===== src/verilog/uart_pkg.sv =====
`default_nettype none

package uart_pkg;

  // one frame payload
  typedef logic [7:0] byte_t;

  // register address inside the command word
  typedef logic [6:0] addr_t;

  // raw command as seen on cmd_in
  typedef logic [15:0] cmd_word_t;

  // bit 15 write, 14..8 address, 7..0 write data
  typedef struct packed {
    logic  write;
    addr_t addr;
    byte_t data;
  } cmd_t;

  // one received frame plus its checks
  typedef struct packed {
    byte_t data;
    logic  parity_ok;
    logic  stop_ok;
  } rx_frame_t;

  // command controller states
  typedef enum logic [1:0] {
    IDLE,
    SEND_CMD,
    SEND_DATA,
    WAIT_RESP
  } ctrl_state_t;

endpackage

`default_nettype wire

===== src/verilog/uart_bridge.sv =====
`default_nettype none
`timescale 1ns/10ps

module uart_bridge #(
  parameter int clks_per_bit      = 434,
  parameter int resp_timeout_bits = 32
) (
  input  wire logic                clk,
  input  wire logic                rst_n,
  input  wire uart_pkg::cmd_word_t cmd_in,
  input  wire logic                cmd_vld,
  output logic                     cmd_rdy,
  input  wire logic                rx,
  output logic                     tx,
  output uart_pkg::byte_t          read_data,
  output logic                     read_rdy,
  output logic                     read_err
);

  import uart_pkg::*;

  logic      tx_start;
  byte_t     tx_byte;
  logic      tx_busy;
  logic      tx_done;
  logic      rx_valid;
  rx_frame_t rx_frame;

  uart_cmd_ctrl #(
    .resp_timeout_bits(resp_timeout_bits),
    .clks_per_bit     (clks_per_bit)
  ) u_ctrl (
    .clk      (clk),
    .rst_n    (rst_n),
    .cmd_in   (cmd_in),
    .cmd_vld  (cmd_vld),
    .tx_busy  (tx_busy),
    .tx_done  (tx_done),
    .rx_valid (rx_valid),
    .rx_frame (rx_frame),
    .cmd_rdy  (cmd_rdy),
    .tx_start (tx_start),
    .tx_byte  (tx_byte),
    .read_data(read_data),
    .read_rdy (read_rdy),
    .read_err (read_err)
  );

  uart_tx_framer #(
    .clks_per_bit(clks_per_bit)
  ) u_tx (
    .clk     (clk),
    .rst_n   (rst_n),
    .tx_start(tx_start),
    .tx_byte (tx_byte),
    .tx      (tx),
    .tx_busy (tx_busy),
    .tx_done (tx_done)
  );

  // always listening, controller decides what to keep
  uart_rx_deframer #(
    .clks_per_bit(clks_per_bit)
  ) u_rx (
    .clk     (clk),
    .rst_n   (rst_n),
    .rx      (rx),
    .rx_valid(rx_valid),
    .rx_frame(rx_frame)
  );

endmodule

`default_nettype wire


===== src/verilog/uart_cmd_ctrl.sv =====
`default_nettype none
`timescale 1ns/10ps

module uart_cmd_ctrl #(
  parameter int resp_timeout_bits = 32,
  parameter int clks_per_bit      = 434
) (
  input  wire logic                clk,
  input  wire logic                rst_n,
  input  wire uart_pkg::cmd_word_t cmd_in,
  input  wire logic                cmd_vld,
  input  wire logic                tx_busy,
  input  wire logic                tx_done,
  input  wire logic                rx_valid,
  input  wire uart_pkg::rx_frame_t rx_frame,
  output logic                     cmd_rdy,
  output logic                     tx_start,
  output uart_pkg::byte_t          tx_byte,
  output uart_pkg::byte_t          read_data,
  output logic                     read_rdy,
  output logic                     read_err
);

  import uart_pkg::*;

  localparam int timeout_clks = resp_timeout_bits * clks_per_bit;
  localparam int tmr_w        = (timeout_clks > 1) ? $clog2(timeout_clks) : 1;
  localparam logic [tmr_w-1:0] tmr_last = tmr_w'(timeout_clks - 1);

  ctrl_state_t      state;
  cmd_t             cmd_q;
  logic             cmd_sent;
  logic [tmr_w-1:0] timer;
  logic             accept;
  logic             resp_good;

  assign accept    = (state == IDLE) && cmd_vld && cmd_rdy;
  assign resp_good = rx_frame.parity_ok && rx_frame.stop_ok;

  // command byte first, data byte only on writes
  assign tx_byte = (state == SEND_DATA) ? cmd_q.data : {cmd_q.write, cmd_q.addr};

  always_ff @(posedge clk) begin
    if (accept) begin
      cmd_q <= cmd_t'(cmd_in);
    end
  end

  always_ff @(posedge clk or negedge rst_n) begin
    if (!rst_n) begin
      state     <= IDLE;
      cmd_rdy   <= 1'b1;
      tx_start  <= 1'b0;
      cmd_sent  <= 1'b0;
      timer     <= '0;
      read_data <= '0;
      read_rdy  <= 1'b0;
      read_err  <= 1'b0;
    end else begin
      tx_start <= 1'b0;
      read_rdy <= 1'b0;
      read_err <= 1'b0;
      case (state)
        IDLE: begin
          if (accept) begin
            state    <= SEND_CMD;
            cmd_rdy  <= 1'b0;
            cmd_sent <= 1'b0;
          end
        end
        SEND_CMD: begin
          if (!cmd_sent && !tx_busy) begin
            tx_start <= 1'b1;
            cmd_sent <= 1'b1;
          end else if (tx_done) begin
            if (cmd_q.write) begin
              // framer is free again on this edge
              state    <= SEND_DATA;
              tx_start <= 1'b1;
            end else begin
              state <= WAIT_RESP;
              timer <= '0;
            end
          end
        end
        SEND_DATA: begin
          if (tx_done) begin
            state   <= IDLE;
            cmd_rdy <= 1'b1;
          end
        end
        WAIT_RESP: begin
          if (rx_valid) begin
            state   <= IDLE;
            cmd_rdy <= 1'b1;
            if (resp_good) begin
              read_data <= rx_frame.data;
              read_rdy  <= 1'b1;
            end else begin
              read_err <= 1'b1;
            end
          end else if (timer == tmr_last) begin
            // nobody answered
            state    <= IDLE;
            cmd_rdy  <= 1'b1;
            read_err <= 1'b1;
          end else begin
            timer <= timer + 1'b1;
          end
        end
        default: begin
          state   <= IDLE;
          cmd_rdy <= 1'b1;
        end
      endcase
    end
  end

endmodule

`default_nettype wire


===== src/verilog/uart_rx_deframer.sv =====
`default_nettype none
`timescale 1ns/10ps

module uart_rx_deframer #(
  parameter int clks_per_bit = 434
) (
  input  wire logic          clk,
  input  wire logic          rst_n,
  input  wire logic          rx,
  output logic               rx_valid,
  output uart_pkg::rx_frame_t rx_frame
);

  import uart_pkg::*;

  localparam int cnt_w = (clks_per_bit > 1) ? $clog2(clks_per_bit) : 1;
  localparam logic [cnt_w-1:0] last_cnt = cnt_w'(clks_per_bit - 1);

  // middle of the start bit, measured from the detected edge
  localparam logic [cnt_w-1:0] half_cnt = cnt_w'((clks_per_bit / 2) - 1);

  localparam logic [3:0] parity_idx = 4'd9;
  localparam logic [3:0] stop_idx   = 4'd10;

  logic             rx_meta;
  logic             rx_sync;
  logic             rx_prev;
  logic             fall;

  logic             active;
  logic [cnt_w-1:0] baud_cnt;
  logic [3:0]       bit_idx;
  logic             sample;

  byte_t            shreg;
  logic             par_bit;

  // two-flop synchronizer, plus one more stage for the edge detect
  always_ff @(posedge clk or negedge rst_n) begin
    if (!rst_n) begin
      rx_meta <= 1'b1;
      rx_sync <= 1'b1;
      rx_prev <= 1'b1;
    end else begin
      rx_meta <= rx;
      rx_sync <= rx_meta;
      rx_prev <= rx_sync;
    end
  end

  assign fall = rx_prev && !rx_sync;

  // mid-bit for start, then a whole bit time between samples
  assign sample = (bit_idx == 4'd0) ? (baud_cnt == half_cnt) : (baud_cnt == last_cnt);

  always_ff @(posedge clk or negedge rst_n) begin
    if (!rst_n) begin
      active   <= 1'b0;
      baud_cnt <= '0;
      bit_idx  <= '0;
      rx_valid <= 1'b0;
    end else begin
      rx_valid <= 1'b0;
      if (!active) begin
        if (fall) begin
          active   <= 1'b1;
          baud_cnt <= '0;
          bit_idx  <= '0;
        end
      end else if (sample) begin
        baud_cnt <= '0;
        if (bit_idx == 4'd0 && rx_sync) begin
          // start bit gone high again, treat as glitch
          active <= 1'b0;
        end else if (bit_idx == stop_idx) begin
          active   <= 1'b0;
          rx_valid <= 1'b1;
        end else begin
          bit_idx <= bit_idx + 4'd1;
        end
      end else begin
        baud_cnt <= baud_cnt + 1'b1;
      end
    end
  end

  // data path, lsb arrives first
  always_ff @(posedge clk) begin
    if (active && sample) begin
      if (bit_idx >= 4'd1 && bit_idx <= 4'd8) begin
        shreg <= {rx_sync, shreg[7:1]};
      end
      if (bit_idx == parity_idx) begin
        par_bit <= rx_sync;
      end
      if (bit_idx == stop_idx) begin
        rx_frame.data      <= shreg;
        // odd count of ones over data and parity
        rx_frame.parity_ok <= ^{shreg, par_bit};
        rx_frame.stop_ok   <= rx_sync;
      end
    end
  end

endmodule

`default_nettype wire


===== src/verilog/uart_tx_framer.sv =====
`default_nettype none
`timescale 1ns/10ps

module uart_tx_framer #(
  parameter int clks_per_bit = 434
) (
  input  wire logic            clk,
  input  wire logic            rst_n,
  input  wire logic            tx_start,
  input  wire uart_pkg::byte_t tx_byte,
  output logic                 tx,
  output logic                 tx_busy,
  output logic                 tx_done
);

  localparam int cnt_w = (clks_per_bit > 1) ? $clog2(clks_per_bit) : 1;
  localparam logic [cnt_w-1:0] last_cnt = cnt_w'(clks_per_bit - 1);

  // index of the stop bit, counting the start bit as 0
  localparam logic [3:0] stop_idx = 4'd10;

  logic [cnt_w-1:0] baud_cnt;
  logic [3:0]       bit_idx;

  // bits still to go after the start bit: data, parity, stop
  logic [9:0]       shreg;

  logic             bit_end;

  assign bit_end = (baud_cnt == last_cnt);

  // last clock of the stop bit
  assign tx_done = tx_busy && bit_end && (bit_idx == stop_idx);

  always_ff @(posedge clk or negedge rst_n) begin
    if (!rst_n) begin
      tx       <= 1'b1;
      tx_busy  <= 1'b0;
      baud_cnt <= '0;
      bit_idx  <= '0;
    end else if (!tx_busy) begin
      if (tx_start) begin
        // start bit goes out right away
        tx       <= 1'b0;
        tx_busy  <= 1'b1;
        baud_cnt <= '0;
        bit_idx  <= '0;
      end
    end else if (bit_end) begin
      baud_cnt <= '0;
      if (bit_idx == stop_idx) begin
        tx_busy <= 1'b0;
      end else begin
        bit_idx <= bit_idx + 4'd1;
        tx      <= shreg[0];
      end
    end else begin
      baud_cnt <= baud_cnt + 1'b1;
    end
  end

  // payload shift register
  always_ff @(posedge clk) begin
    if (!tx_busy && tx_start) begin
      // odd parity over the data byte
      shreg <= {1'b1, ~^tx_byte, tx_byte};
    end else if (tx_busy && bit_end && (bit_idx != stop_idx)) begin
      shreg <= {1'b1, shreg[9:1]};
    end
  end

endmodule

`default_nettype wire


===== config.mk =====
export PLATFORM = sky130hd
export DESIGN_NAME = uart_bridge
export DESIGN_NICKNAME = d
export VERILOG_FILES = /design/src/verilog/uart_pkg.sv /design/src/verilog/uart_bridge.sv /design/src/verilog/uart_cmd_ctrl.sv /design/src/verilog/uart_rx_deframer.sv /design/src/verilog/uart_tx_framer.sv
export SDC_FILE = /design/constraint.sdc
export NUM_CORES = 1
export LEC_CHECK = 0
export BUFFER_PORTS_ARGS = -buffer_cell sky130_fd_sc_hd__buf_4
export CAP_MARGIN = 0
export CORE_MARGIN = 1
export CORE_UTILIZATION = 61
export CTS_BUF_LIST = sky130_fd_sc_hd__clkbuf_4
export DETAILED_ROUTE_END_ITERATION = 16
export PLACE_DENSITY_LB_ADDON = 0.08
export SLEW_MARGIN = 25
export SYNTH_ARGS = -nofsm -noshare
export SYNTH_HDL_FRONTEND = slang
export SYNTH_SLANG_ARGS = --single-unit

===== constraint.sdc =====
create_clock -name clk -period 8.24 [get_ports clk]
set_clock_uncertainty 0.2 [all_clocks]
set_input_delay 0.412 -clock clk [delete_from_list [all_inputs] [get_ports clk]]
set_output_delay 0.412 -clock clk [all_outputs]
set_load 0.005 [all_outputs]

-- Yosys cells after proc, flatten, opt, wreduce, memory -nomap -nowiden
Index checks and enable logic that the tools add are counted.
- register bits after elaboration: 106
- input port bits: 20
- output and inout bits: 12
- logic and storage cells: 163
- add/sub/neg operators: 5
- order comparisons: 2
- eq/ne operators: 25
- muxes and demuxes: 68
- reductions and logical operators: 35
- operators with widths (kind ; count):
    $mux W9 ; 8
    $mux W14 ; 5
    $mux W4 ; 9
    $mux W1 ; 35
    $pmux W14 S2 ; 1
    $ne A2 B2 Y1 const B ; 11
    $add A9 B1 Y9 const B ; 2
    $eq A9 B9 Y1 const B ; 2
    $add A14 B1 Y14 const B ; 1
    $eq A14 B14 Y1 const B ; 1
    $eq A4 B4 Y1 const B ; 3
    $logic_and A1 B1 Y1 ; 12
    $mux W2 ; 6
    $reduce_bool A2 Y1 ; 5
    $eq A9 B8 Y1 const B ; 1
    $reduce_and A3 Y1 ; 3
    $reduce_xor A9 Y1 ; 1
    $add A4 B1 Y4 const B ; 2
    $mux W8 ; 1
    $pmux W2 S4 ; 1
    $reduce_and A4 Y1 ; 2
    $reduce_xnor A8 Y1 ; 1
    $reduce_and A2 Y1 ; 3
    $reduce_and A6 Y1 ; 1
    other kinds (14) ; 18

-- Depth between registers and ports, before layout
- depth after elaboration: 6
- mapped depth: 8
- gate-level depth less buffers: 7

-- Modules after synthesis
A second synthesis with hierarchy kept.
- cells, all modules: 442
- area total of the unflattened synthesis: 5096.1 sq um
- by module, submodules not included (module ; times used ; cells an instance ; area each (sq um) ; sequential area each (sq um)):
    uart_cmd_ctrl ; 1 ; 171 ; 2084.5 ; 1207.4
    uart_rx_deframer ; 1 ; 137 ; 1722.9 ; 1024.7
    uart_tx_framer ; 1 ; 134 ; 1288.7 ; 646.9

-- Worst setup path after synthesis
OpenSTA, ideal clock, no wires.
- path type: flip-flop to flip-flop
- from: reg u_rx.bit_idx[0]
- to: reg, netlist name u_rx.rx_frame[0]
- setup time: 0.376 ns
- arrival: 2.302 ns
- data required time: 7.664 ns
- slack: 5.361 ns
- stages on the path, launching flop included: 8
- buffers on the path: 0
- period minus slack after synthesis: 2.879 ns
- path through: dfrtp_1 -> inv_1 -> ha_1 -> or3b_1 -> or3_1 -> a21oi_2 -> nand2_1 -> nor2_1
- word-level cells in the longest chain between the ends: 4
- elaborated cells on any way between the ends: 5
- those cells by class: 1 x eq/ne; 1 x mux; 3 x reduce/logical
- ends and longest elaborated chain (item ; RTL line ; source):
    from (decl) ; uart_rx_deframer.sv:32 ; logic [3:0] bit_idx;
    from (signal assigned) ; uart_rx_deframer.sv:79 ; bit_idx <= bit_idx + 4'd1;
    $logic_not A4 Y1 ; uart_rx_deframer.sv:54 ; assign sample = (bit_idx == 4'd0) ? (baud_cnt == half_cnt) : (baud_cnt == last_cnt);
    $mux W1 ; uart_rx_deframer.sv:54 ;
    $logic_and A1 B1 Y1 ; uart_rx_deframer.sv:89 ; if (active && sample) begin
    $reduce_and A2 Y1 (no source line) * ; -- ;
Every way passes the cells marked *; elsewhere a longest branch is shown, timed or not.
A chain may end at the register's enable or synchronous reset.

-- Final worst setup path
- from: reg u_rx.bit_idx[1]
- to: reg, netlist name u_rx.rx_frame[1]
- word-level cells in the longest chain between the ends: 4
- elaborated cells on any way between the ends: 5
- those cells by class: 1 x eq/ne; 1 x mux; 3 x reduce/logical
- ends and longest elaborated chain (item ; RTL line):
    $logic_not A4 Y1 ; uart_rx_deframer.sv:54
    $mux W1 ; uart_rx_deframer.sv:54
    $logic_and A1 B1 Y1 ; uart_rx_deframer.sv:89
    $reduce_and A2 Y1 (no source line) * ; --
Marks and branches as above.

==> impl_metrics.yaml <==
clocking:
  cts_max_level: 3
  tritoncts: "yes"
  clkSinkCount: 106
  clk_pin_slew_ps: 180
  cts_max_path_buffers: 2
  clockRootBuffer: "clkbuf_4"
  insertion_delay_ps: 460
  post_cts_resized: 0
  cts_made_buffers: 9
worst_setup_path:
  worstSetupStartpointType: "register"
  required_ps: 8140
  path_class: "reg2reg"
  critPathCaptureType: "register"
  crit_path_max_incr_delay_ps: 720
  crit_path_top_delay_cell: "nor2_1"
  crit_path_start: "u_rx.bit_idx[1]"
  cp.arrival_ps: 3270
  path_max_fanout: 10
  crit_chain: "inv_1, ha_1, or3b_1, or3_1, a21oi_2, nand2_1, nor2_1"
  timing.rr.start: "u_rx.bit_idx[1]"
sta:
  fin_ws_ps: 4869
  hold_viol_final: 0
  setup_viol: 0
  drv_slew: 0
  hold_slack_ps: 168.3
  rsz0062_at_grt: "false"
  finalCritPeriodShare_pct: 40.91
  tns_ps: 0
  finalCriticalPeriod_ps: 3371
  tightest_slew_ps: 876.4
  slew_headroom_pct: 41.36
  timing.fmax_ghz: 0.2966
floorplanning:
  rows: 32
  dieWidth_um: 92.10
  coreArea_um2: 7807
  die_y_um: 92.10
  dieArea_um2: 8482
  start_util_pct: 63.43
  ioPinCount: 32
final_layout:
  n_antenna_cell: 0
  fillCellCount: 569
  final_common_cell: "dfrtp_1"
  final_cells: 586
  multi_input_area_um2: 1974
  drive_gt1_share_pct: 15.50
  fin_util_pct: 71.67
  final_cell_area_um2: 5595
  fin_nets: 510
  final_cell_mix: "dfrtp_1, edfxtp_1, nand2_1"
  area_delta_synth_final_pct: 12.99
  seq_area_um2: 2879
global_routing:
  grt.overflow.total: 0
  grt_max_degree: 63
  grt_pass1_vias: 3344
  grt_first_pass_wirelength_um: 16080
  grt_usage_pct: 24.57
  grt_antenna_before_repair: 0
drt:
  drt-initial-drc-count: 226
  vias_per_cell: 5.807
  wl_per_cell_um: 16.32
  drc: 0
  wirelength_um: 9566
  ant_nets: 0
  drtPass1Iterations: 4
  via_count: 3403
yosys:
  netlist_area_um2: 4952
  synthMuxAreaShare_pct: 4.245
  yosysSeqAreaShare_pct: 58.14
  synth-warning-count: 0
  syn-instance-count: 434
  synth_compound_area_share_pct: 10.54
  synth_ff_type: "dfrtp_1"
  synth-edff-count: 44
  ys_ff_latch: 106
  synth_top_family_by_area: "simple AND/OR/NAND/NOR gates"
  async_flop_share_pct: 58.49
  syn-num-nets: 465
  yosys.area_share.xor_xnor_pct: 4.598
  ys_types: 60
  syn_area_per_cell_um2: 11.41
  synth-adder-area-share_pct: 2.779
  yosys.area_share.simple_pct: 17.43
placement:
  port_buffers: 31
  dp_cells: 552
  place_congestion: 0.8091
  place_ws_ps: 4928
  place_hpwl_um: 6083
  placed_area_um2: 5256
run_status:
  status: "complete, no violations"
min_path:
  hp-start: "u_rx.rx_meta"
  min_path_type: "reg2reg"
power_and_ir_drop:
  ir_worst_vdd_mv: 0.1034
  leakage_nw: 2.306
  total_power_uw: 933.6
  powerDensity_nw_per_um2: 166.8
flow_run:
  drv_cap: 0
## synth_stat cells (2+ instances only)
cell type | instances | share of area (%)
nand3_1 | 22 | 2.2
o31ai_1 | 5 | 0.76
and2_1 | 3 | 0.38
ha_1 | 11 | 2.8
nor2_1 | 28 | 2.1
inv_1 | 12 | 0.91
or3_1 | 6 | 0.76
nand2_1 | 43 | 3.3
or4_1 | 2 | 0.30
o21bai_1 | 2 | 0.30
dfrtp_1 | 57 | 29
dfstp_2 | 5 | 2.7
mux2_2 | 8 | 1.8
nor3b_1 | 4 | 0.61
or3b_2 | 2 | 0.35
and4_1 | 2 | 0.35
or4bb_1 | 2 | 0.45
edfxtp_1 | 44 | 27
nor2b_1 | 3 | 0.38
and4b_1 | 2 | 0.40
a21oi_1 | 14 | 1.4
nand4bb_1 | 2 | 0.45
a31oi_1 | 5 | 0.63
clkbuf_1 | 10 | 0.76
o21ai_1 | 5 | 0.51
a211o_1 | 3 | 0.53
o21ai_0 | 36 | 3.6
xnor2_1 | 22 | 3.9
or2_2 | 3 | 0.38
a22o_1 | 3 | 0.53
nand4_1 | 7 | 0.88
nand2b_1 | 5 | 0.63
and3_1 | 8 | 1.0
mux2i_1 | 12 | 2.4
xor2_1 | 4 | 0.71
nor3_1 | 4 | 0.40
nand4b_1 | 3 | 0.53
buf_2 | 3 | 0.30
## critical path, delay by kind of cell (launching register included)
kind	cells	cell delay, ps
and+or+nand+nor	4	1680
DFF	1	460
buffers and inverters	1	130
AOI/OAI and AO/OA	1	350
adders and majority gates	1	190
## layout make-up
class / count / area share (%)
clock buffers: 9 / 1.208
clock inverters: 7 / 1.588
inverters: 12 / 0.8050
multi-input cells: 301 / 35.29
flip-flops and latches: 106 / 51.45
well taps: 102 / 2.281
repair buffers: 49 / 7.379
## repair_timing
action | 4_1_cts | 5_1_grt
buffers inserted | 0 | 0
hold buffers | 18 | 0
endpoints found under the hold margin | 74 | 0
endpoints found under the setup margin | 0 | 0
## flip-flops by register name, indices dropped and copies added, names as in the netlist, 2 cells and up
register and flops:
u_ctrl.cmd_q 16, u_ctrl.timer 14, u_rx.rx_frame 10, u_rx.baud_cnt 9
u_tx.baud_cnt 9, u_tx.shreg 9, u_ctrl.read_data 8, u_rx.shreg 8
u_rx.bit_idx 4, u_tx.bit_idx 4, u_ctrl.state 2
## kinds of logic (layout without fill, tap and decap cells)
family	after synthesis	after routing
buffers and inverters	27	77
multiplexers	20	20
XOR/XNOR	26	26
AO/OA/AOI/OAI	85	85
adder cells (fa/ha/maj)	11	11
AND/OR/NAND/NOR	159	159
flip-flops	106	106
## power breakdown
part	internal (mW)	total (mW)	switching, mW
Combinational	0.0377	0.0641	0.0264
Clock	0.0991	0.283	0.183
Sequential	0.564	0.587	0.0227
## routing by layer
layer  track usage (%)  part of all wire (%)  up-vias
met5                 0                     0        -
met4             7.552                  0.92        0
met3             5.887                   2.6        6
met2             40.11                    51       52
met1             32.68                    45     1677
li1                  -                     -     1668
## final timing paths
path                                     to  cells after the start  slack [ps]
max in group asynchronous  u_ctrl.timer[13]                      2        6950
min in group asynchronous  u_rx.baud_cnt[1]                      2         370
hold reg to reg                u_rx.rx_sync                      0         170
hold / removal                 u_rx.rx_sync                      0         170
setup reg to reg           u_rx.rx_frame[1]                      7        4870
setup / recovery           u_rx.rx_frame[1]                      7        4870
Note: power is estimated with default switching activity, not from simulation.
